==> src/hw/cam_settings.svh <==
// width, depth and address size macros of the camera interface
`ifndef CAM_SETTINGS_SVH
`define CAM_SETTINGS_SVH

`define CAM_DATA_W      8   // camera byte
`define CAM_CNT_W       16  // row and column counters
`define CAM_COEFF_W     8
`define CAM_SHIFT_W     4
`define CAM_FRAMEDROP_W 6
`define CAM_WORD_W      32  // output word
`define CAM_FIFO_DEPTH  4
`define CAM_CFG_ADDR_W  5

`endif

==> src/hw/cam_cfg_pkg.sv <==
// register map enum and configuration field types
`include "cam_settings.svh"

package cam_cfg_pkg;

    // one 32-bit word per register
    typedef enum logic [`CAM_CFG_ADDR_W-1:0] {
        REG_GLOB      = 0,
        REG_LL        = 1,
        REG_UR        = 2,
        REG_SIZE      = 3,
        REG_FILTER    = 4,
        REG_VSYNC_POL = 5,
        REG_STATUS    = 6   // read only
    } cfg_addr_e;

    typedef logic [`CAM_CNT_W-1:0]       cnt_t;
    typedef logic [`CAM_COEFF_W-1:0]     coeff_t;
    typedef logic [`CAM_SHIFT_W-1:0]     shift_t;
    typedef logic [`CAM_FRAMEDROP_W-1:0] frdrop_t;
    typedef logic [31:0]                 cfg_word_t;

endpackage

==> src/hw/cam_pix_pkg.sv <==
// pixel format enum and pixel data types
`include "cam_settings.svh"

package cam_pix_pkg;

    typedef enum logic [2:0] {
        RGB565 = 3'b000,
        RGB555 = 3'b001,
        RGB444 = 3'b010,
        BYP_LE = 3'b100,   // codes with bit 2 set bypass the filter
        BYP_BE = 3'b101
    } pix_format_e;

    typedef logic [`CAM_DATA_W-1:0] pix_byte_t;
    typedef logic [7:0]             chan_t;
    typedef logic [16:0]            filt_t;   // sum of three weighted channels
    typedef logic [`CAM_WORD_W-1:0] out_word_t;

endpackage

==> src/hw/cam_reg_file.sv <==
// configuration registers, field split and status readback
`include "cam_settings.svh"

module cam_reg_file (
    input  logic                     s_cam_clk_dft,
    input  logic                     rstn_i,
    input  logic                     cfg_valid_i,
    input  logic                     cfg_rwn_i,
    input  cam_cfg_pkg::cfg_addr_e   cfg_addr_i,
    input  cam_cfg_pkg::cfg_word_t   cfg_data_i,
    input  cam_cfg_pkg::cnt_t        drop_count_i,
    output cam_cfg_pkg::cfg_word_t   cfg_data_o,
    output logic                     cfg_ready_o,
    output logic                     capture_en_o,
    output logic                     framedrop_en_o,
    output cam_cfg_pkg::frdrop_t     framedrop_val_o,
    output logic                     slice_en_o,
    output cam_cfg_pkg::cnt_t        slice_llx_o,
    output cam_cfg_pkg::cnt_t        slice_lly_o,
    output cam_cfg_pkg::cnt_t        slice_urx_o,
    output cam_cfg_pkg::cnt_t        slice_ury_o,
    output cam_cfg_pkg::cnt_t        rowlen_o,
    output cam_pix_pkg::pix_format_e format_o,
    output cam_cfg_pkg::shift_t      shift_o,
    output cam_cfg_pkg::coeff_t      coeff_r_o,
    output cam_cfg_pkg::coeff_t      coeff_g_o,
    output cam_cfg_pkg::coeff_t      coeff_b_o,
    output logic                     vsync_pol_o
);
    import cam_cfg_pkg::*;
    import cam_pix_pkg::*;

    cfg_word_t r_glob;
    cfg_word_t r_ll;
    cfg_word_t r_ur;
    cfg_word_t r_size;
    cfg_word_t r_filter;
    logic      r_vsync_pol;
    cfg_word_t s_rdata;

    always_comb begin
        case (cfg_addr_i)
            REG_GLOB:      s_rdata = r_glob;
            REG_LL:        s_rdata = r_ll;
            REG_UR:        s_rdata = r_ur;
            REG_SIZE:      s_rdata = r_size;
            REG_FILTER:    s_rdata = r_filter;
            REG_VSYNC_POL: s_rdata = {31'b0, r_vsync_pol};
            REG_STATUS:    s_rdata = cfg_word_t'(drop_count_i);
            default:       s_rdata = '0;   // unmapped
        endcase
    end

    always_ff @(posedge s_cam_clk_dft or negedge rstn_i) begin
        if (!rstn_i) begin
            r_glob      <= '0;
            r_ll        <= '0;
            r_ur        <= '0;
            r_size      <= '0;
            r_filter    <= '0;
            r_vsync_pol <= 1'b0;
        end else if (cfg_valid_i && !cfg_rwn_i) begin
            case (cfg_addr_i)
                REG_GLOB:      r_glob      <= cfg_data_i;
                REG_LL:        r_ll        <= cfg_data_i;
                REG_UR:        r_ur        <= cfg_data_i;
                REG_SIZE:      r_size      <= cfg_data_i;
                REG_FILTER:    r_filter    <= cfg_data_i;
                REG_VSYNC_POL: r_vsync_pol <= cfg_data_i[0];
                default:       ;           // status and unmapped ignore writes
            endcase
        end
    end

    always_ff @(posedge s_cam_clk_dft or negedge rstn_i) begin
        if (!rstn_i) begin
            cfg_ready_o <= 1'b0;
            cfg_data_o  <= '0;
        end else begin
            cfg_ready_o <= cfg_valid_i;
            cfg_data_o  <= (cfg_valid_i && cfg_rwn_i) ? s_rdata : '0;
        end
    end

    assign framedrop_en_o  = r_glob[0];
    assign framedrop_val_o = r_glob[6:1];
    assign slice_en_o      = r_glob[7];
    assign format_o        = pix_format_e'(r_glob[10:8]);
    assign shift_o         = r_glob[14:11];
    assign capture_en_o    = r_glob[31];
    assign slice_llx_o     = r_ll[15:0];
    assign slice_lly_o     = r_ll[31:16];
    assign slice_urx_o     = r_ur[15:0];
    assign slice_ury_o     = r_ur[31:16];
    assign rowlen_o        = r_size[31:16];
    assign coeff_r_o       = r_filter[23:16];
    assign coeff_g_o       = r_filter[15:8];
    assign coeff_b_o       = r_filter[7:0];
    assign vsync_pol_o     = r_vsync_pol;

    // host sees exactly one ready per request, one cycle later
    a_ready_follows_valid : assert property (
        @(posedge s_cam_clk_dft) disable iff (!rstn_i)
        cfg_valid_i |=> cfg_ready_o
    );
    a_no_spurious_ready : assert property (
        @(posedge s_cam_clk_dft) disable iff (!rstn_i)
        !cfg_valid_i |=> !cfg_ready_o
    );

endmodule

==> src/hw/cam_frame_ctrl.sv <==
// frame edges, capture enable, decimation, slice window and byte pairing
`include "cam_settings.svh"

module cam_frame_ctrl (
    input  logic                   s_cam_clk_dft,
    input  logic                   rstn_i,
    input  cam_pix_pkg::pix_byte_t cam_data_i,
    input  logic                   cam_hsync_i,
    input  logic                   cam_vsync_i,
    input  logic                   capture_en_i,
    input  logic                   vsync_pol_i,
    input  logic                   framedrop_en_i,
    input  cam_cfg_pkg::frdrop_t   framedrop_val_i,
    input  logic                   slice_en_i,
    input  cam_cfg_pkg::cnt_t      slice_llx_i,
    input  cam_cfg_pkg::cnt_t      slice_lly_i,
    input  cam_cfg_pkg::cnt_t      slice_urx_i,
    input  cam_cfg_pkg::cnt_t      slice_ury_i,
    input  cam_cfg_pkg::cnt_t      rowlen_i,
    output logic                   pair_valid_o,
    output cam_pix_pkg::pix_byte_t pair_msb_o,
    output cam_pix_pkg::pix_byte_t pair_lsb_o,
    output logic                   flush_o,
    output logic                   frame_evt_o
);
    import cam_cfg_pkg::*;
    import cam_pix_pkg::*;

    logic      s_vsync;
    logic      r_vsync;
    logic      s_sof;
    logic      s_eof;
    logic      r_enable;
    frdrop_t   r_framecnt;
    logic      r_sample_msb;
    pix_byte_t r_data_msb;
    cnt_t      r_col;
    cnt_t      r_row;
    logic      s_in_window;
    logic      s_second;

    assign s_vsync  = vsync_pol_i ? ~cam_vsync_i : cam_vsync_i;
    assign s_sof    = s_vsync & ~r_vsync;
    assign s_eof    = ~s_vsync & r_vsync;
    assign s_second = cam_hsync_i & r_enable & ~r_sample_msb;

    always_ff @(posedge s_cam_clk_dft or negedge rstn_i) begin
        if (!rstn_i) begin
            r_vsync     <= 1'b0;
            frame_evt_o <= 1'b0;
            flush_o     <= 1'b1;
            r_enable    <= 1'b0;
            r_framecnt  <= '0;
        end else begin
            r_vsync     <= s_vsync;
            frame_evt_o <= s_eof;
            flush_o     <= ~capture_en_i;
            if (s_sof) begin
                r_enable <= capture_en_i;   // enable only at frame start
            end else if (!capture_en_i) begin
                r_enable <= 1'b0;
            end
            if (!capture_en_i) begin
                r_framecnt <= '0;
            end else if (s_sof && r_enable) begin
                if (!framedrop_en_i || r_framecnt == framedrop_val_i) begin
                    r_framecnt <= '0;
                end else begin
                    r_framecnt <= r_framecnt + 1'b1;
                end
            end
        end
    end

    always_ff @(posedge s_cam_clk_dft or negedge rstn_i) begin
        if (!rstn_i) begin
            r_sample_msb <= 1'b1;
        end else if (!r_enable || !cam_hsync_i) begin
            r_sample_msb <= 1'b1;   // every line starts on a first byte
        end else begin
            r_sample_msb <= ~r_sample_msb;
        end
    end

    always_ff @(posedge s_cam_clk_dft) begin
        if (cam_hsync_i && r_enable && r_sample_msb) begin
            r_data_msb <= cam_data_i;
        end
    end

    always_ff @(posedge s_cam_clk_dft or negedge rstn_i) begin
        if (!rstn_i) begin
            r_col <= '0;
            r_row <= '0;
        end else if (s_sof || !capture_en_i) begin
            r_col <= '0;
            r_row <= '0;
        end else if (s_second && slice_en_i) begin
            if (r_col == rowlen_i) begin
                r_col <= '0;
                r_row <= r_row + 1'b1;
            end else begin
                r_col <= r_col + 1'b1;
            end
        end
    end

    assign s_in_window = !slice_en_i ||
                         (r_row >= slice_lly_i && r_row <= slice_ury_i &&
                          r_col >= slice_llx_i && r_col <= slice_urx_i);

    assign pair_valid_o = s_second && (r_framecnt == '0) && s_in_window;
    assign pair_msb_o   = r_data_msb;
    assign pair_lsb_o   = cam_data_i;

    a_sof_eof_exclusive : assert property (
        @(posedge s_cam_clk_dft) disable iff (!rstn_i)
        !(s_sof && s_eof)
    );

endmodule

==> src/hw/cam_pixel_proc.sv <==
// format decode, grayscale filter, shift and output word pipeline
`include "cam_settings.svh"

module cam_pixel_proc (
    input  logic                     s_cam_clk_dft,
    input  logic                     rstn_i,
    input  logic                     pair_valid_i,
    input  cam_pix_pkg::pix_byte_t   pair_msb_i,
    input  cam_pix_pkg::pix_byte_t   pair_lsb_i,
    input  cam_pix_pkg::pix_format_e format_i,
    input  cam_cfg_pkg::shift_t      shift_i,
    input  cam_cfg_pkg::coeff_t      coeff_r_i,
    input  cam_cfg_pkg::coeff_t      coeff_g_i,
    input  cam_cfg_pkg::coeff_t      coeff_b_i,
    output logic                     word_valid_o,
    output cam_pix_pkg::out_word_t   word_o
);
    import cam_pix_pkg::*;

    chan_t       s_r;
    chan_t       s_g;
    chan_t       s_b;
    chan_t       r_r;
    chan_t       r_g;
    chan_t       r_b;
    logic        r_rgb_valid;
    logic [15:0] s_byp;
    logic [15:0] r_byp;
    logic        r_byp_valid;
    filt_t       s_filt;
    filt_t       r_filt;
    logic        r_filt_valid;
    logic [15:0] s_shifted;

    always_comb begin
        s_r   = '0;
        s_g   = '0;
        s_b   = '0;
        s_byp = {pair_msb_i, pair_lsb_i};   // little endian and unused codes
        case (format_i)
            RGB565: begin
                s_r = {pair_msb_i[7:3], 3'b000};
                s_g = {pair_msb_i[2:0], pair_lsb_i[7:5], 2'b00};
                s_b = {pair_lsb_i[4:0], 3'b000};
            end
            RGB555: begin
                s_r = {pair_msb_i[6:2], 3'b000};
                s_g = {pair_msb_i[1:0], pair_lsb_i[7:5], 3'b000};
                s_b = {pair_lsb_i[4:0], 3'b000};
            end
            RGB444: begin
                s_r = {pair_msb_i[3:0], 4'b0000};
                s_g = {pair_lsb_i[7:4], 4'b0000};
                s_b = {pair_lsb_i[3:0], 4'b0000};
            end
            BYP_BE:  s_byp = {pair_lsb_i, pair_msb_i};
            default: ;
        endcase
    end

    assign s_filt = filt_t'(r_r) * coeff_r_i + filt_t'(r_g) * coeff_g_i +
                    filt_t'(r_b) * coeff_b_i;

    // shifts above 9 fall back to no shift
    assign s_shifted = (shift_i > 4'd9) ? r_filt[15:0] : 16'(r_filt >> shift_i);

    always_ff @(posedge s_cam_clk_dft or negedge rstn_i) begin
        if (!rstn_i) begin
            r_rgb_valid  <= 1'b0;
            r_byp_valid  <= 1'b0;
            r_filt_valid <= 1'b0;
            word_valid_o <= 1'b0;
        end else begin
            r_rgb_valid  <= pair_valid_i & ~format_i[2];
            r_byp_valid  <= pair_valid_i & format_i[2];
            r_filt_valid <= r_rgb_valid;
            word_valid_o <= r_filt_valid | r_byp_valid;
        end
    end

    always_ff @(posedge s_cam_clk_dft) begin
        if (pair_valid_i) begin
            r_r   <= s_r;
            r_g   <= s_g;
            r_b   <= s_b;
            r_byp <= s_byp;
        end
        if (r_rgb_valid) begin
            r_filt <= s_filt;
        end
        if (r_filt_valid) begin
            word_o <= out_word_t'(s_shifted);
        end else if (r_byp_valid) begin
            word_o <= out_word_t'(r_byp);
        end
    end

    // format comes from the register file and must be settled when a pixel arrives
    a_format_known : assert property (
        @(posedge s_cam_clk_dft) disable iff (!rstn_i)
        pair_valid_i |-> !$isunknown(format_i)
    );

endmodule

==> src/hw/cam_out_fifo.sv <==
// first-word-fall-through output buffer with saturating drop counter
`include "cam_settings.svh"

module cam_out_fifo #(
    parameter int DEPTH = `CAM_FIFO_DEPTH
) (
    input  logic                   s_cam_clk_dft,
    input  logic                   rstn_i,
    input  logic                   flush_i,
    input  logic                   wr_valid_i,
    input  logic [`CAM_WORD_W-1:0] wr_data_i,
    input  logic                   data_ready_i,
    output logic                   data_valid_o,
    output logic [`CAM_WORD_W-1:0] data_o,
    output logic [`CAM_CNT_W-1:0]  drop_count_o
);
    localparam int PTR_W = (DEPTH > 1) ? $clog2(DEPTH) : 1;

    logic [`CAM_WORD_W-1:0]  mem [DEPTH];
    logic [PTR_W-1:0]        r_wr_ptr;
    logic [PTR_W-1:0]        r_rd_ptr;
    logic [$clog2(DEPTH+1)-1:0] r_count;
    logic                    s_full;
    logic                    s_push;
    logic                    s_pop;

    assign s_full       = (r_count == DEPTH);
    assign s_push       = wr_valid_i & ~s_full;
    assign s_pop        = data_valid_o & data_ready_i;
    assign data_valid_o = (r_count != '0);
    assign data_o       = mem[r_rd_ptr];

    always_ff @(posedge s_cam_clk_dft or negedge rstn_i) begin
        if (!rstn_i) begin
            r_wr_ptr     <= '0;
            r_rd_ptr     <= '0;
            r_count      <= '0;
            drop_count_o <= '0;
        end else if (flush_i) begin
            r_wr_ptr     <= '0;
            r_rd_ptr     <= '0;
            r_count      <= '0;
            drop_count_o <= '0;
        end else begin
            if (s_push) begin
                r_wr_ptr <= (r_wr_ptr == PTR_W'(DEPTH - 1)) ? '0 : r_wr_ptr + 1'b1;
            end
            if (s_pop) begin
                r_rd_ptr <= (r_rd_ptr == PTR_W'(DEPTH - 1)) ? '0 : r_rd_ptr + 1'b1;
            end
            r_count <= r_count + s_push - s_pop;
            if (wr_valid_i && s_full && drop_count_o != '1) begin
                drop_count_o <= drop_count_o + 1'b1;   // saturates
            end
        end
    end

    always_ff @(posedge s_cam_clk_dft) begin
        if (s_push) begin
            mem[r_wr_ptr] <= wr_data_i;
        end
    end

    a_count_bound : assert property (
        @(posedge s_cam_clk_dft) disable iff (!rstn_i)
        r_count <= DEPTH
    );

endmodule

==> src/hw/cam_if_top.sv <==
// camera interface top with register file, frame control, pixel pipeline and buffer
`include "cam_settings.svh"

module cam_if_top (
    input  logic                   s_cam_clk_dft,
    input  logic                   rstn_i,
    input  logic                   cfg_valid_i,
    input  logic                   cfg_rwn_i,
    input  cam_cfg_pkg::cfg_addr_e cfg_addr_i,
    input  cam_cfg_pkg::cfg_word_t cfg_data_i,
    output cam_cfg_pkg::cfg_word_t cfg_data_o,
    output logic                   cfg_ready_o,
    input  cam_pix_pkg::pix_byte_t cam_data_i,
    input  logic                   cam_hsync_i,
    input  logic                   cam_vsync_i,
    output cam_pix_pkg::out_word_t data_o,
    output logic                   data_valid_o,
    input  logic                   data_ready_i,
    output logic                   frame_evt_o
);
    import cam_cfg_pkg::*;
    import cam_pix_pkg::*;

    logic        capture_en;
    logic        framedrop_en;
    frdrop_t     framedrop_val;
    logic        slice_en;
    cnt_t        slice_llx;
    cnt_t        slice_lly;
    cnt_t        slice_urx;
    cnt_t        slice_ury;
    cnt_t        rowlen;
    pix_format_e format;
    shift_t      shift;
    coeff_t      coeff_r;
    coeff_t      coeff_g;
    coeff_t      coeff_b;
    logic        vsync_pol;
    cnt_t        drop_count;
    logic        pair_valid;
    pix_byte_t   pair_msb;
    pix_byte_t   pair_lsb;
    logic        flush;
    logic        word_valid;
    out_word_t   word;

    cam_reg_file i_reg_file (
        .s_cam_clk_dft   ( s_cam_clk_dft ),
        .rstn_i          ( rstn_i        ),
        .cfg_valid_i     ( cfg_valid_i   ),
        .cfg_rwn_i       ( cfg_rwn_i     ),
        .cfg_addr_i      ( cfg_addr_i    ),
        .cfg_data_i      ( cfg_data_i    ),
        .drop_count_i    ( drop_count    ),
        .cfg_data_o      ( cfg_data_o    ),
        .cfg_ready_o     ( cfg_ready_o   ),
        .capture_en_o    ( capture_en    ),
        .framedrop_en_o  ( framedrop_en  ),
        .framedrop_val_o ( framedrop_val ),
        .slice_en_o      ( slice_en      ),
        .slice_llx_o     ( slice_llx     ),
        .slice_lly_o     ( slice_lly     ),
        .slice_urx_o     ( slice_urx     ),
        .slice_ury_o     ( slice_ury     ),
        .rowlen_o        ( rowlen        ),
        .format_o        ( format        ),
        .shift_o         ( shift         ),
        .coeff_r_o       ( coeff_r       ),
        .coeff_g_o       ( coeff_g       ),
        .coeff_b_o       ( coeff_b       ),
        .vsync_pol_o     ( vsync_pol     )
    );

    cam_frame_ctrl i_frame_ctrl (
        .s_cam_clk_dft   ( s_cam_clk_dft ),
        .rstn_i          ( rstn_i        ),
        .cam_data_i      ( cam_data_i    ),
        .cam_hsync_i     ( cam_hsync_i   ),
        .cam_vsync_i     ( cam_vsync_i   ),
        .capture_en_i    ( capture_en    ),
        .vsync_pol_i     ( vsync_pol     ),
        .framedrop_en_i  ( framedrop_en  ),
        .framedrop_val_i ( framedrop_val ),
        .slice_en_i      ( slice_en      ),
        .slice_llx_i     ( slice_llx     ),
        .slice_lly_i     ( slice_lly     ),
        .slice_urx_i     ( slice_urx     ),
        .slice_ury_i     ( slice_ury     ),
        .rowlen_i        ( rowlen        ),
        .pair_valid_o    ( pair_valid    ),
        .pair_msb_o      ( pair_msb      ),
        .pair_lsb_o      ( pair_lsb      ),
        .flush_o         ( flush         ),
        .frame_evt_o     ( frame_evt_o   )
    );

    cam_pixel_proc i_pixel_proc (
        .s_cam_clk_dft   ( s_cam_clk_dft ),
        .rstn_i          ( rstn_i        ),
        .pair_valid_i    ( pair_valid    ),
        .pair_msb_i      ( pair_msb      ),
        .pair_lsb_i      ( pair_lsb      ),
        .format_i        ( format        ),
        .shift_i         ( shift         ),
        .coeff_r_i       ( coeff_r       ),
        .coeff_g_i       ( coeff_g       ),
        .coeff_b_i       ( coeff_b       ),
        .word_valid_o    ( word_valid    ),
        .word_o          ( word          )
    );

    cam_out_fifo #(
        .DEPTH ( `CAM_FIFO_DEPTH )
    ) i_out_fifo (
        .s_cam_clk_dft   ( s_cam_clk_dft ),
        .rstn_i          ( rstn_i        ),
        .flush_i         ( flush         ),
        .wr_valid_i      ( word_valid    ),
        .wr_data_i       ( word          ),
        .data_ready_i    ( data_ready_i  ),
        .data_valid_o    ( data_valid_o  ),
        .data_o          ( data_o        ),
        .drop_count_o    ( drop_count    )
    );

endmodule

==> config.mk <==
export PLATFORM = sky130hd
export DESIGN_NAME = cam_if_top
export DESIGN_NICKNAME = d
export VERILOG_FILES = /design/src/hw/cam_cfg_pkg.sv /design/src/hw/cam_pix_pkg.sv /design/src/hw/cam_reg_file.sv /design/src/hw/cam_frame_ctrl.sv /design/src/hw/cam_pixel_proc.sv /design/src/hw/cam_out_fifo.sv /design/src/hw/cam_if_top.sv
export VERILOG_INCLUDE_DIRS = /design/src /design/src/hw
export SDC_FILE = /design/constraint.sdc
export NUM_CORES = 1
export LEC_CHECK = 0
export BUFFER_PORTS_ARGS = -buffer_cell sky130_fd_sc_hd__buf_2
export CELL_PAD_IN_SITES_DETAIL_PLACEMENT = 1
export CELL_PAD_IN_SITES_GLOBAL_PLACEMENT = 2
export CORE_ASPECT_RATIO = 1.5
export CORE_MARGIN = 5
export CORE_UTILIZATION = 35
export DETAILED_ROUTE_END_ITERATION = 10
export PLACE_DENSITY = 0.76
export SKIP_LAST_GASP = 1
export SLEW_MARGIN = 10
export SYNTH_ARGS = -nofsm -noshare
export SYNTH_HDL_FRONTEND = slang
export SYNTH_SLANG_ARGS = --single-unit
export TNS_END_PERCENT = 30
==> constraint.sdc <==
create_clock -name s_cam_clk_dft -period 14.91 [get_ports s_cam_clk_dft]
set_clock_uncertainty 0.15 [all_clocks]
set_input_delay 0.7455 -clock s_cam_clk_dft [delete_from_list [all_inputs] [get_ports s_cam_clk_dft]]
set_output_delay 0.7455 -clock s_cam_clk_dft [all_outputs]
set_load 0.02 [all_outputs]
==> results of run 1 <==
[final cells by class]
class,count,area (um^2)
Multi-Input combinational cell,1343,11600
Inverter,257,965
Clock inverter,26,359
Tap cell,885,1110
Timing Repair Buffer,118,641
Fill cell,7287,40400
Antenna cell,2,5.00
Sequential cell,399,10700
Clock buffer,52,1150
[how the worst max path moves through the flow]
stage	from	end	slack (ns)	depth (start not counted)
after floorplan	i_pixel_proc.r_g[7]	i_pixel_proc.r_filt[15]	8.80	19
after global placement	i_pixel_proc.r_r[5]	i_pixel_proc.r_filt[15]	8.51	20
after detailed placement	i_pixel_proc.r_g[7]	i_pixel_proc.r_filt[16]	8.37	19
after CTS	i_reg_file.r_filter[10]	i_pixel_proc.r_filt[16]	8.34	19
after global routing	i_reg_file.r_filter[10]	i_pixel_proc.r_filt[16]	8.12	19
final	i_reg_file.r_filter[10]	i_pixel_proc.r_filt[16]	8.39	19
[stage by stage]
step	cell area, um^2	hold WS (ns)	instances	power (W)	util, %
3_5_place_dp	25000	0.335	3002	0.00268	37.3
5_1_grt	26500	0.123	3081	0.00404	39.6
6_report	26500	0.0564	3082	0.00377	39.6
3_3_place_gp	25000	0.319	3002	0.00262	37.3
2_1_floorplan	23700	0.300	2093	0.00228	-
4_1_cts	26500	0.116	3080	0.00384	39.6
[registers in the layout, indices dropped and copies added (netlist names), 32 cells and up]
register               count
i_out_fifo.mem            64
i_reg_file.cfg_data_o     32
i_reg_file.r_filter       32
i_reg_file.r_glob         32
i_reg_file.r_ll           32
i_reg_file.r_size         32
i_reg_file.r_ur           32
[critical path, cell delays in order (launching register included)]
cell and delay (ns):
dfrtp_1 0.48, and2_1 0.23, fa_1 0.56, inv_1 0.06, fa_1 0.53, inv_1 0.05, fa_1 0.51, fa_1 0.52
fa_1 0.52, fa_1 0.55, inv_1 0.06, fa_1 0.52, inv_1 0.04, ha_1 0.32, o21a_1 0.13, nor3_1 0.15
nor2_1 0.10, o41ai_1 0.40, o21ai_0 0.20, xnor2_1 0.16
[synthesized netlist by cell type, drive strengths merged (47+ instances only)]
| cell | number | area (um^2) |
|---|---|---|
| nand2 | 151 | 569 |
| o21ai | 75 | 375 |
| inv | 257 | 965 |
| nor2 | 98 | 370 |
| a222oi | 47 | 470 |
| fa | 102 | 2040 |
| dfrtp | 262 | 6560 |
| and2 | 96 | 601 |
| mux2 | 151 | 1700 |
| clkbuf | 52 | 195 |
| ha | 166 | 2080 |
| edfxtp | 135 | 4050 |
| a21oi | 88 | 455 |
[logic make-up (layout without fill, tap and decap cells)]
family | count (synthesis) | in the layout | share of synthesized area (%)
AND/OR/NAND/NOR | 495 | 495 | 10.5
flip-flops | 399 | 399 | 45.1
buffers and inverters | 351 | 453 | 6.04
AO/OA/AOI/OAI | 312 | 312 | 8.90
adder cells (fa/ha/maj) | 268 | 268 | 17.4
multiplexers | 183 | 183 | 9.40
XOR/XNOR | 69 | 69 | 2.56
other | 1 | 18 | 0.0159
[power by group through the flow]
stage                     clock, W  sequential (W)  combinational [W]
after floorplan                  0         0.00137           0.000913
after global placement           0         0.00145            0.00117
after detailed placement         0         0.00147            0.00121
after CTS                  0.00118         0.00144            0.00122
after global routing       0.00123         0.00146            0.00135
final                      0.00115         0.00144            0.00118
[per-layer routing]
metal	vias up	part of all wire [%]
li1	7370	-
met1	8380	35
met2	359	56
met3	132	3.4
met4	0	4.9
met5	-	0
==> results_dict.tcl, run 1 <==
set metrics [dict create \
    status "complete, no violations" \
    avgViaCountPerCell 5.27 \
    tightest_slew_ns 1.15 \
    switching_power_w 0.00131 \
    startpoint_type "register" \
    report.final.slew_viol_count 0 \
    dr_total_vias 16200 \
    met3_usage_pct 2.49 \
    cts_made_buffers 42 \
    die_h_um 328 \
    synthesis.area_um2 23600 \
    cp-end-kind "register" \
    cts_tree "done" \
    seq_area_frac_synth_pct 45.1 \
    ys_ff_latch 399 \
    dp_hpwl_mm 54.4 \
    grt_pass1_wl_mm 109 \
    reg2reg_depth 19 \
    crit_arrival_ns 6.68 \
    wl_per_cell_um 22.9 \
    finalWirelength_mm 70.6 \
    cts_buffer_depth 3 \
    pwr-share-seq_pct 38.2 \
    r2r_end "i_pixel_proc.r_filt[16]" \
    synthCells 2078 \
    clock_latency_ns 0.59 \
    syn_to_final_growth_pct 12.2 \
    async_reset_ff_share_pct 66.2 \
    final_common_cell "dfrtp_1" \
    finalWorstSetupSlack_ns 8.39 \
    die_area_um2 72900 \
    first_pass_iters 7 \
    hp-class "in -> async" \
    gp_routability_congestion 0.908 \
    ys_warn_count 0 \
    rrSetupSlack_ns 8.39 \
    power_leakage_nw 12.0 \
    drt.antenna.violating_nets 0 \
    die_w_um 222 \
    cts_sinks 399 \
    hold_viol 0 \
    route.detailed.drc 0 \
    grt_overflow 0 \
    rows 116 \
    p_comb_share_pct 31.3 \
    grt_setup_unrepaired "no" \
    ios 119 \
    grt.busiest_layer "met2" \
    synth_edf_count 135 \
    core_area_um2 66900 \
    drt_iter0_drc 1043 \
    portBuffers 102 \
    final.setup.tns_ns 0 \
    htreeDepth 2 \
    max-vdd-ir-drop_uv 75.6 \
    cts_hold_buf 0 \
    start_util_pct 35.3 \
    grt_usage_pct 19.3 \
    ys_types 78 \
    max_freq_mhz 153 \
    grt_max_degree 119 \
    met1_usage_pct 20.5 \
    r2r-start "i_reg_file.r_filter[10]" \
    power_density_nw_per_um2 142 \
    relSlewSlack_pct 23.1 \
    final_cell_mix "dfrtp_1 (261), inv_1 (257), ha_1 (166), mux2_2 (151), nand2_1 (150)" \
    antenna_found_initial 2 \
    nets 2481 \
    ctsResizeCount 0 \
    layout-drive-gt1-share_pct 17.4 \
    timing.final.crit_share_pct 43.7 \
    grt_pass1_vias 18100 \
    syn_avg_cell_area_um2 11.4 \
    setup_violations 0 \
    drv_cap 0 \
    pre_cts_slack_ns 8.37 \
    sw_frac_of_total_pct 34.6 \
    cts_setup_buffers 0 \
    dominantRegCellSynth "dfrtp_1" \
    finalCriticalPeriod_ns 6.52 \
    required_ns 15.07 \
    p_clk_share_pct 30.5 \
    crit_fanout 8 \
    root_buffer "clkbuf_16" \
    clk_pin_slew_ns 0.07 \
    critical_path_class "reg -> reg" \
    p_int_w 0.00247 \
    use_met2_pct 37.7 \
]
(Power assumes the default switching activity.)
==> run 2: changes to the inputs <==
--- a/config.mk
+++ b/config.mk
@@ -13,7 +13,7 @@
 export CORE_MARGIN = 5
 export CORE_UTILIZATION = 35
 export DETAILED_ROUTE_END_ITERATION = 10
-export PLACE_DENSITY = 0.76
+export PLACE_DENSITY = 0.78
 export SKIP_LAST_GASP = 1
 export SLEW_MARGIN = 10
 export SYNTH_ARGS = -nofsm -noshare
==> constraint.sdc (replaced) <==
create_clock -name s_cam_clk_dft -period 5.6 [get_ports s_cam_clk_dft]
set_clock_uncertainty 0.15 [all_clocks]
set_input_delay 0.28 -clock s_cam_clk_dft [delete_from_list [all_inputs] [get_ports s_cam_clk_dft]]
set_output_delay 0.28 -clock s_cam_clk_dft [all_outputs]
set_load 0.02 [all_outputs]
==> run 2 against run 1 <==
Net effect:
- the flow now finishes with violations (negative setup slack)
- combinational power rose to 3.4 times the previous value
- cell area rose by 4.6%
- largest power group is now combinational cells
- flip-flop and latch count did not move
- die area did not move
- clock power rose to 2.6 times the previous value
- routed wire length rose by 4.4%
- sequential share of layout area fell by 1.8 points
- worst hold slack improved by 0.0060 ns
- cell count rose by 4.4%
- sequential power rose to 2.7 times the previous value
- count of clock-buffer cells in the layout rose by 9
==> results_dict.tcl, run 2 (synthesis gave the netlist of run 1 again) <==
set metrics [dict create \
    max_freq_mhz 163 \
    tightest_slew_ns 1.15 \
    cts_buffer_depth 3 \
    grt_pass1_vias 19100 \
    rows 116 \
    setup_violations 6 \
    power_leakage_nw 12.6 \
    antenna_found_initial 1 \
    critical_path_class "reg -> reg" \
    power_density_nw_per_um2 391 \
    whs_endpoint "i_reg_file.vsync_pol_o" \
    htreeDepth 2 \
    finalWorstSetupSlack_ns -0.528 \
    largest_register_ffs 64 \
    fin_util_pct 41.4 \
    finalWirelength_mm 73.7 \
    dp_hpwl_mm 55.7 \
    crit_arrival_ns 6.31 \
    r2r_end "i_pixel_proc.r_filt[15]" \
    cp-end-kind "register" \
    drt.antenna.violating_nets 0 \
    wl_per_cell_um 22.9 \
    reg2reg_depth 20 \
    portBuffers 102 \
    hold_viol 0 \
    cts_tree "done" \
    largest_register "i_out_fifo.mem" \
    die_area_um2 72900 \
    hold_path_depth 4 \
    dr_total_vias 16900 \
    violations "negative setup slack" \
    final_area_um2 27700 \
    hp-class "in -> reg" \
    gp_routability_congestion 0.895 \
    n_fill_cell 7268 \
    grt_usage_pct 20.2 \
    syn_to_final_growth_pct 17.4 \
    grt_max_degree 144 \
    root_buffer "clkbuf_16" \
    grt_overflow 0 \
    clk_pin_slew_ns 0.06 \
    die_w_um 222 \
    final_cell_mix "dfrtp_1 (259), inv_1 (252), ha_1 (162), mux2_2 (151), nand2_1 (149)" \
    antennaDiodeCount 0 \
    clock_latency_ns 0.59 \
    grt_pass1_wl_mm 114 \
    first_pass_iters 10 \
    core_area_um2 66900 \
    final_common_cell "dfrtp_1" \
    grt_setup_unrepaired "yes" \
    start_util_pct 35.3 \
    layout-drive-gt1-share_pct 21.6 \
    rrSetupSlack_ns -0.53 \
    relSlewSlack_pct 23.1 \
    startpoint_type "register" \
    finalCriticalPeriod_ns 6.13 \
    cts_made_buffers 43 \
    cts_sinks 399 \
    min_from "cfg_addr_i[0]" \
    report.final.slew_viol_count 0 \
    timing.final.crit_share_pct 109 \
    status "finished, violations left" \
    route.detailed.drc 0 \
    placed_area_um2 25600 \
    avgViaCountPerCell 5.25 \
    required_ns 5.78 \
    nets 2620 \
    crit_fanout 5 \
    drt_iter0_drc 885 \
    drv_cap 0 \
    ios 119 \
    max-vdd-ir-drop_uv 340 \
    r2r-start "i_pixel_proc.r_r[6]" \
    die_h_um 328 \
]
==> run 2: cell count changes in the layout (fill, tap and decap cells not counted), sizes merged <==
cell and delta:
diode -2, buf +93, clkbuf +9, clkinvlp -1, clkinv -3, bufinv -3
dlygate4sd3 +45, inv -1
==> run 2: stage by stage <==
step / power [W] / setup slack [ns] / setup TNS [ns] / std cells / hold slack, ns
after floorplan: 0.00620 / -0.318 / -0.542 / 2093 / -0.166
after global placement: 0.00756 / -0.659 / -2.39 / 3077 / 0.268
after detailed placement: 0.00773 / -0.714 / -2.66 / 3077 / 0.269
after CTS: 0.0110 / -0.529 / -2.06 / 3213 / 0.0332
after global routing: 0.0116 / -0.699 / -3.44 / 3219 / 0.0711
final: 0.0108 / -0.528 / -2.12 / 3219 / 0.0624
==> run 2: layout make-up <==
| class | count | area, um^2 | share of cell area, % |
|---|---|---|---|
| Tap cell | 885 | 1110 | 3.99 |
| Clock inverter | 18 | 244 | 0.880 |
| Sequential cell | 399 | 10700 | 38.5 |
| Inverter | 257 | 965 | 3.48 |
| Multi-Input combinational cell | 1343 | 11700 | 42.3 |
| Clock buffer | 61 | 1200 | 4.34 |
| Timing Repair Buffer | 256 | 1810 | 6.54 |
==> run 2: where the power goes <==
part,switching (W),internal [W]
registers,0.000401,0.00343
clock network,0.00127,0.00170
logic,0.00212,0.00193
==> run 2: worst max-delay path, cell delays in order, from the launching register on <==
cell and delay (ns):
edfxtp_1 0.45, and2_1 0.20, fa_1 0.48, ha_1 0.32, inv_1 0.08, fa_1 0.44, fa_1 0.49, inv_1 0.05
fa_1 0.46, fa_1 0.50, inv_1 0.06, fa_1 0.52, inv_1 0.05, ha_1 0.28, a21o_1 0.17, a21oi_2 0.18
o21ai_2 0.08, or4_1 0.42, a31o_2 0.26, a21oi_2 0.15, xnor2_1 0.09
==> run 2: repair_timing <==
item	CTS	global route
endpoints found under the hold margin	316	0
endpoints found under the setup margin	7	8
hold buffers	45	0
buffers inserted	12	6
pin swaps	18	2
resized for setup	20	3
==> run 2: how the worst max path moves through the flow <==
stage                        startpoint  cells after the start                      end
global placement    i_pixel_proc.r_g[5]                     17  i_pixel_proc.r_filt[15]
detailed placement  i_pixel_proc.r_g[5]                     17  i_pixel_proc.r_filt[15]
global route        i_pixel_proc.r_r[6]                     20  i_pixel_proc.r_filt[15]
finish              i_pixel_proc.r_r[6]                     20  i_pixel_proc.r_filt[15]
floorplan           i_pixel_proc.r_r[7]                     20  i_pixel_proc.r_filt[15]
CTS                 i_pixel_proc.r_g[6]                     18  i_pixel_proc.r_filt[15]
==> run 2: layer usage <==
| metal | global-route usage, % | up-vias | routed length [um] |
|---|---|---|---|
| met5 | 0 | - | 0 |
| met4 | 9.85 | 0 | 4240 |
| met3 | 2.47 | 161 | 2490 |
| met2 | 38.7 | 382 | 40400 |
| met1 | 21.7 | 8731 | 26600 |
| li1 | - | 7624 | - |
==> run 3: changes to the inputs <==
--- a/config.mk
+++ b/config.mk
@@ -6,6 +6,7 @@
 export SDC_FILE = /design/constraint.sdc
 export NUM_CORES = 1
 export LEC_CHECK = 0
+export ABC_AREA = 1
 export BUFFER_PORTS_ARGS = -buffer_cell sky130_fd_sc_hd__buf_2
 export CELL_PAD_IN_SITES_DETAIL_PLACEMENT = 1
 export CELL_PAD_IN_SITES_GLOBAL_PLACEMENT = 2
@@ -13,7 +14,8 @@
 export CORE_MARGIN = 5
 export CORE_UTILIZATION = 35
 export DETAILED_ROUTE_END_ITERATION = 10
-export PLACE_DENSITY = 0.78
+export PLACE_DENSITY = 0.83
+export SKIP_CTS_REPAIR_TIMING = 1
 export SKIP_LAST_GASP = 1
 export SLEW_MARGIN = 10
 export SYNTH_ARGS = -nofsm -noshare
==> run 3 against run 2 <==
Net effect:
- the flow finishes with violations (negative hold slack, negative setup slack)
- synthesized cell count grew 33%
- cell count increased by 21%
- utilization shrank 0.27 points
- via count grew 16%
- worst hold slack got worse by 0.086 ns
- sequential power is 11% lower
- setup slack improved by 0.31 ns
- clock power grew 2%
- critical path depth down 1
==> results_dict.tcl, run 3 <==
set metrics [dict create \
    cts_sinks 399 \
    required_ns 5.79 \
    report.final.slew_viol_count 0 \
    dominantRegCellSynth "dfrtp_1" \
    grt_pass1_vias 21600 \
    synthesis.area_um2 24200 \
    hold_viol 7 \
    final_cell_mix "nand2_1 (608), inv_1 (499), o21ai_0 (272), dfrtp_1 (259), ha_1 (157)" \
    gp_routability_congestion 0.927 \
    grt_max_degree 127 \
    grt_setup_unrepaired "yes" \
    antenna_found_initial 2 \
    timing.final.crit_share_pct 104 \
    relSlewSlack_pct 23.4 \
    rrSetupSlack_ns -0.22 \
    clock_latency_ns 0.60 \
    synth_top_area_cell "dfrtp_1" \
    status "finished, violations left" \
    route.detailed.drc 0 \
    dp_hpwl_mm 63.4 \
    synthCells 2754 \
    startpoint_type "register" \
    finalCriticalPeriod_ns 5.82 \
    syn_avg_cell_area_um2 8.77 \
    avgViaCountPerCell 5.06 \
    max_freq_mhz 172 \
    r2r_end "i_pixel_proc.r_filt[13]" \
    power_leakage_nw 13.6 \
    finalWirelength_mm 82.5 \
    grt_pass1_wl_mm 126 \
    largest_register "i_out_fifo.mem" \
    start_util_pct 35.1 \
    cts_made_buffers 43 \
    hold_path_depth 3 \
    synthXorXnorAreaFrac_pct 1.63 \
    final_common_cell "nand2_1" \
    r2r-start "i_pixel_proc.r_g[3]" \
    synth.most_common_cell "nand2_1" \
    cp-end-kind "register" \
    crit_arrival_ns 6.01 \
    die_area_um2 74500 \
    yosys-top-cells-area "dfrtp_1 (27%), edfxtp_1 (17%), nand2_1 (9.6%), ha_1 (8.6%), fa_1 (8.5%)" \
    ys_types 54 \
    grt_usage_pct 21.8 \
    core_area_um2 68800 \
    wl_per_cell_um 21.2 \
    ios 119 \
    layout-drive-gt1-share_pct 12.0 \
    hp-class "in -> reg" \
    whs_endpoint "i_reg_file.r_glob[3]" \
    rows 118 \
    synth_top_family_by_area "adder cells" \
    yosys.area_share.simple_pct 15.0 \
    met3_usage_pct 2.84 \
    netlist.area_leader.share_pct 27.1 \
    die_h_um 332 \
    die_w_um 225 \
    reg2reg_depth 19 \
    yosys-top-cells-count "nand2_1 (616), inv_1 (507), o21ai_0 (275)" \
    cts_buffer_depth 3 \
    use_met2_pct 42.3 \
    htreeDepth 2 \
    min_from "cfg_data_i[3]" \
    portBuffers 102 \
    drt_iter0_drc 892 \
    fin_util_pct 41.2 \
    tightest_slew_ns 1.14 \
    ys_warn_count 0 \
    critical_path.startpoint "i_pixel_proc.r_g[3]" \
    max-vdd-ir-drop_uv 282 \
    drt.antenna.violating_nets 0 \
    critical_path_class "reg -> reg" \
    hold_slack_ns -0.0237 \
    clk_pin_slew_ns 0.07 \
    largest_register_ffs 64 \
    violations "negative hold slack, negative setup slack" \
    synth_compound_area_share_pct 11.7 \
    synth_adder_area_share_pct 17.0 \
    async_reset_ff_share_pct 66.2 \
    setup_violations 8 \
    grt.busiest_layer "met2" \
    placed_area_um2 26100 \
    muxShareOfSynthArea_pct 0.207 \
    ys_ff_latch 399 \
    met1_usage_pct 22.8 \
    root_buffer "clkbuf_16" \
    seq_area_frac_synth_pct 44.1 \
    final_area_um2 28300 \
    nets 3270 \
    cts_tree "done" \
    synth_edf_count 135 \
    first_pass_iters 5 \
    dr_total_vias 19700 \
    finalWorstSetupSlack_ns -0.220 \
    drv_cap 0 \
    grt_overflow 0 \
    power_density_nw_per_um2 347 \
    crit_fanout 6 \
    syn_to_final_growth_pct 17.2 \
]
[run 3: cell types whose count changed after synthesis, sizes merged, moves of 26 or more]
| cell | previous run | this run |
|---|---|---|
| nand2 | 151 | 624 |
| a222oi | 47 | 0 |
| inv | 257 | 509 |
| o21ai | 75 | 276 |
| clkbuf | 52 | 85 |
| mux2 | 151 | 0 |
| nor2 | 98 | 153 |
| nand3 | 34 | 60 |
| and2 | 96 | 0 |
| o22ai | 4 | 58 |
[run 3: cell families after synthesis]
group           after synthesis
compound gates              505
fa+ha+maj                   268
xor+xnor                     44
other cells                   1
simple gates                899
mux                           5
flops                       399
buf+inv                     633
[run 3: cell type report]
class	instances	area, um^2
Timing Repair Buffer	255	1820
Clock inverter	23	283
Tap cell	900	1130
Sequential cell	399	10700
Antenna cell	2	5.00
Fill cell	8041	40500
Multi-Input combinational cell	1737	11300
Clock buffer	56	1190
Inverter	514	1930
[run 3: worst max path at each step]
stage / endpoint / slack [ns] / depth (start not counted)
4_1_cts: i_pixel_proc.r_filt[16] / -0.43 / 19
3_5_place_dp: i_pixel_proc.r_filt[16] / -0.39 / 25
5_1_grt: i_pixel_proc.r_filt[13] / -0.41 / 21
6_report: i_pixel_proc.r_filt[13] / -0.22 / 19
3_3_place_gp: i_pixel_proc.r_filt[16] / -0.33 / 19
2_1_floorplan: i_pixel_proc.r_filt[16] / 0.001 / 22
[run 3: critical path: stages (launching register included)]
cell and delay [ns]:
edfxtp_1 0.41, buf_6 0.15, nand2_1 0.06, inv_1 0.06, fa_1 0.56, fa_1 0.44, fa_1 0.56, fa_1 0.46
fa_1 0.51, fa_1 0.52, inv_1 0.05, fa_1 0.54, inv_2 0.05, ha_4 0.28, nand2_1 0.12, o21ai_2 0.21
a21oi_1 0.08, nor2_1 0.10, o22ai_1 0.09, xnor2_1 0.13
[run 3: stage by stage]
stage          setup WS [ns]  hold slack (ns)  cells  power, W  TNS, ns
3_5_place_dp          -0.389            0.136   3748   0.00646    -2.31
6_report              -0.220          -0.0237   3886   0.00983    -1.21
3_3_place_gp          -0.330            0.135   3748   0.00635    -1.98
5_1_grt               -0.413          0.00150   3884    0.0104    -2.67
2_1_floorplan        0.00103           -0.166   2769   0.00526        0
4_1_cts               -0.426           -0.492   3827   0.00954    -2.61
[run 3: report_power, final]
group	switching, W	internal, W
Clock	0.00130	0.00174
Combinational	0.00193	0.00144
Sequential	0.000168	0.00324
Total	0.00340	0.00643
[run 3: routing by layer]
metal	wire (um)	vias up
li1	-	9209
met1	29600	9906
met2	45400	360
met3	2580	175
met4	4920	0
met5	0	-
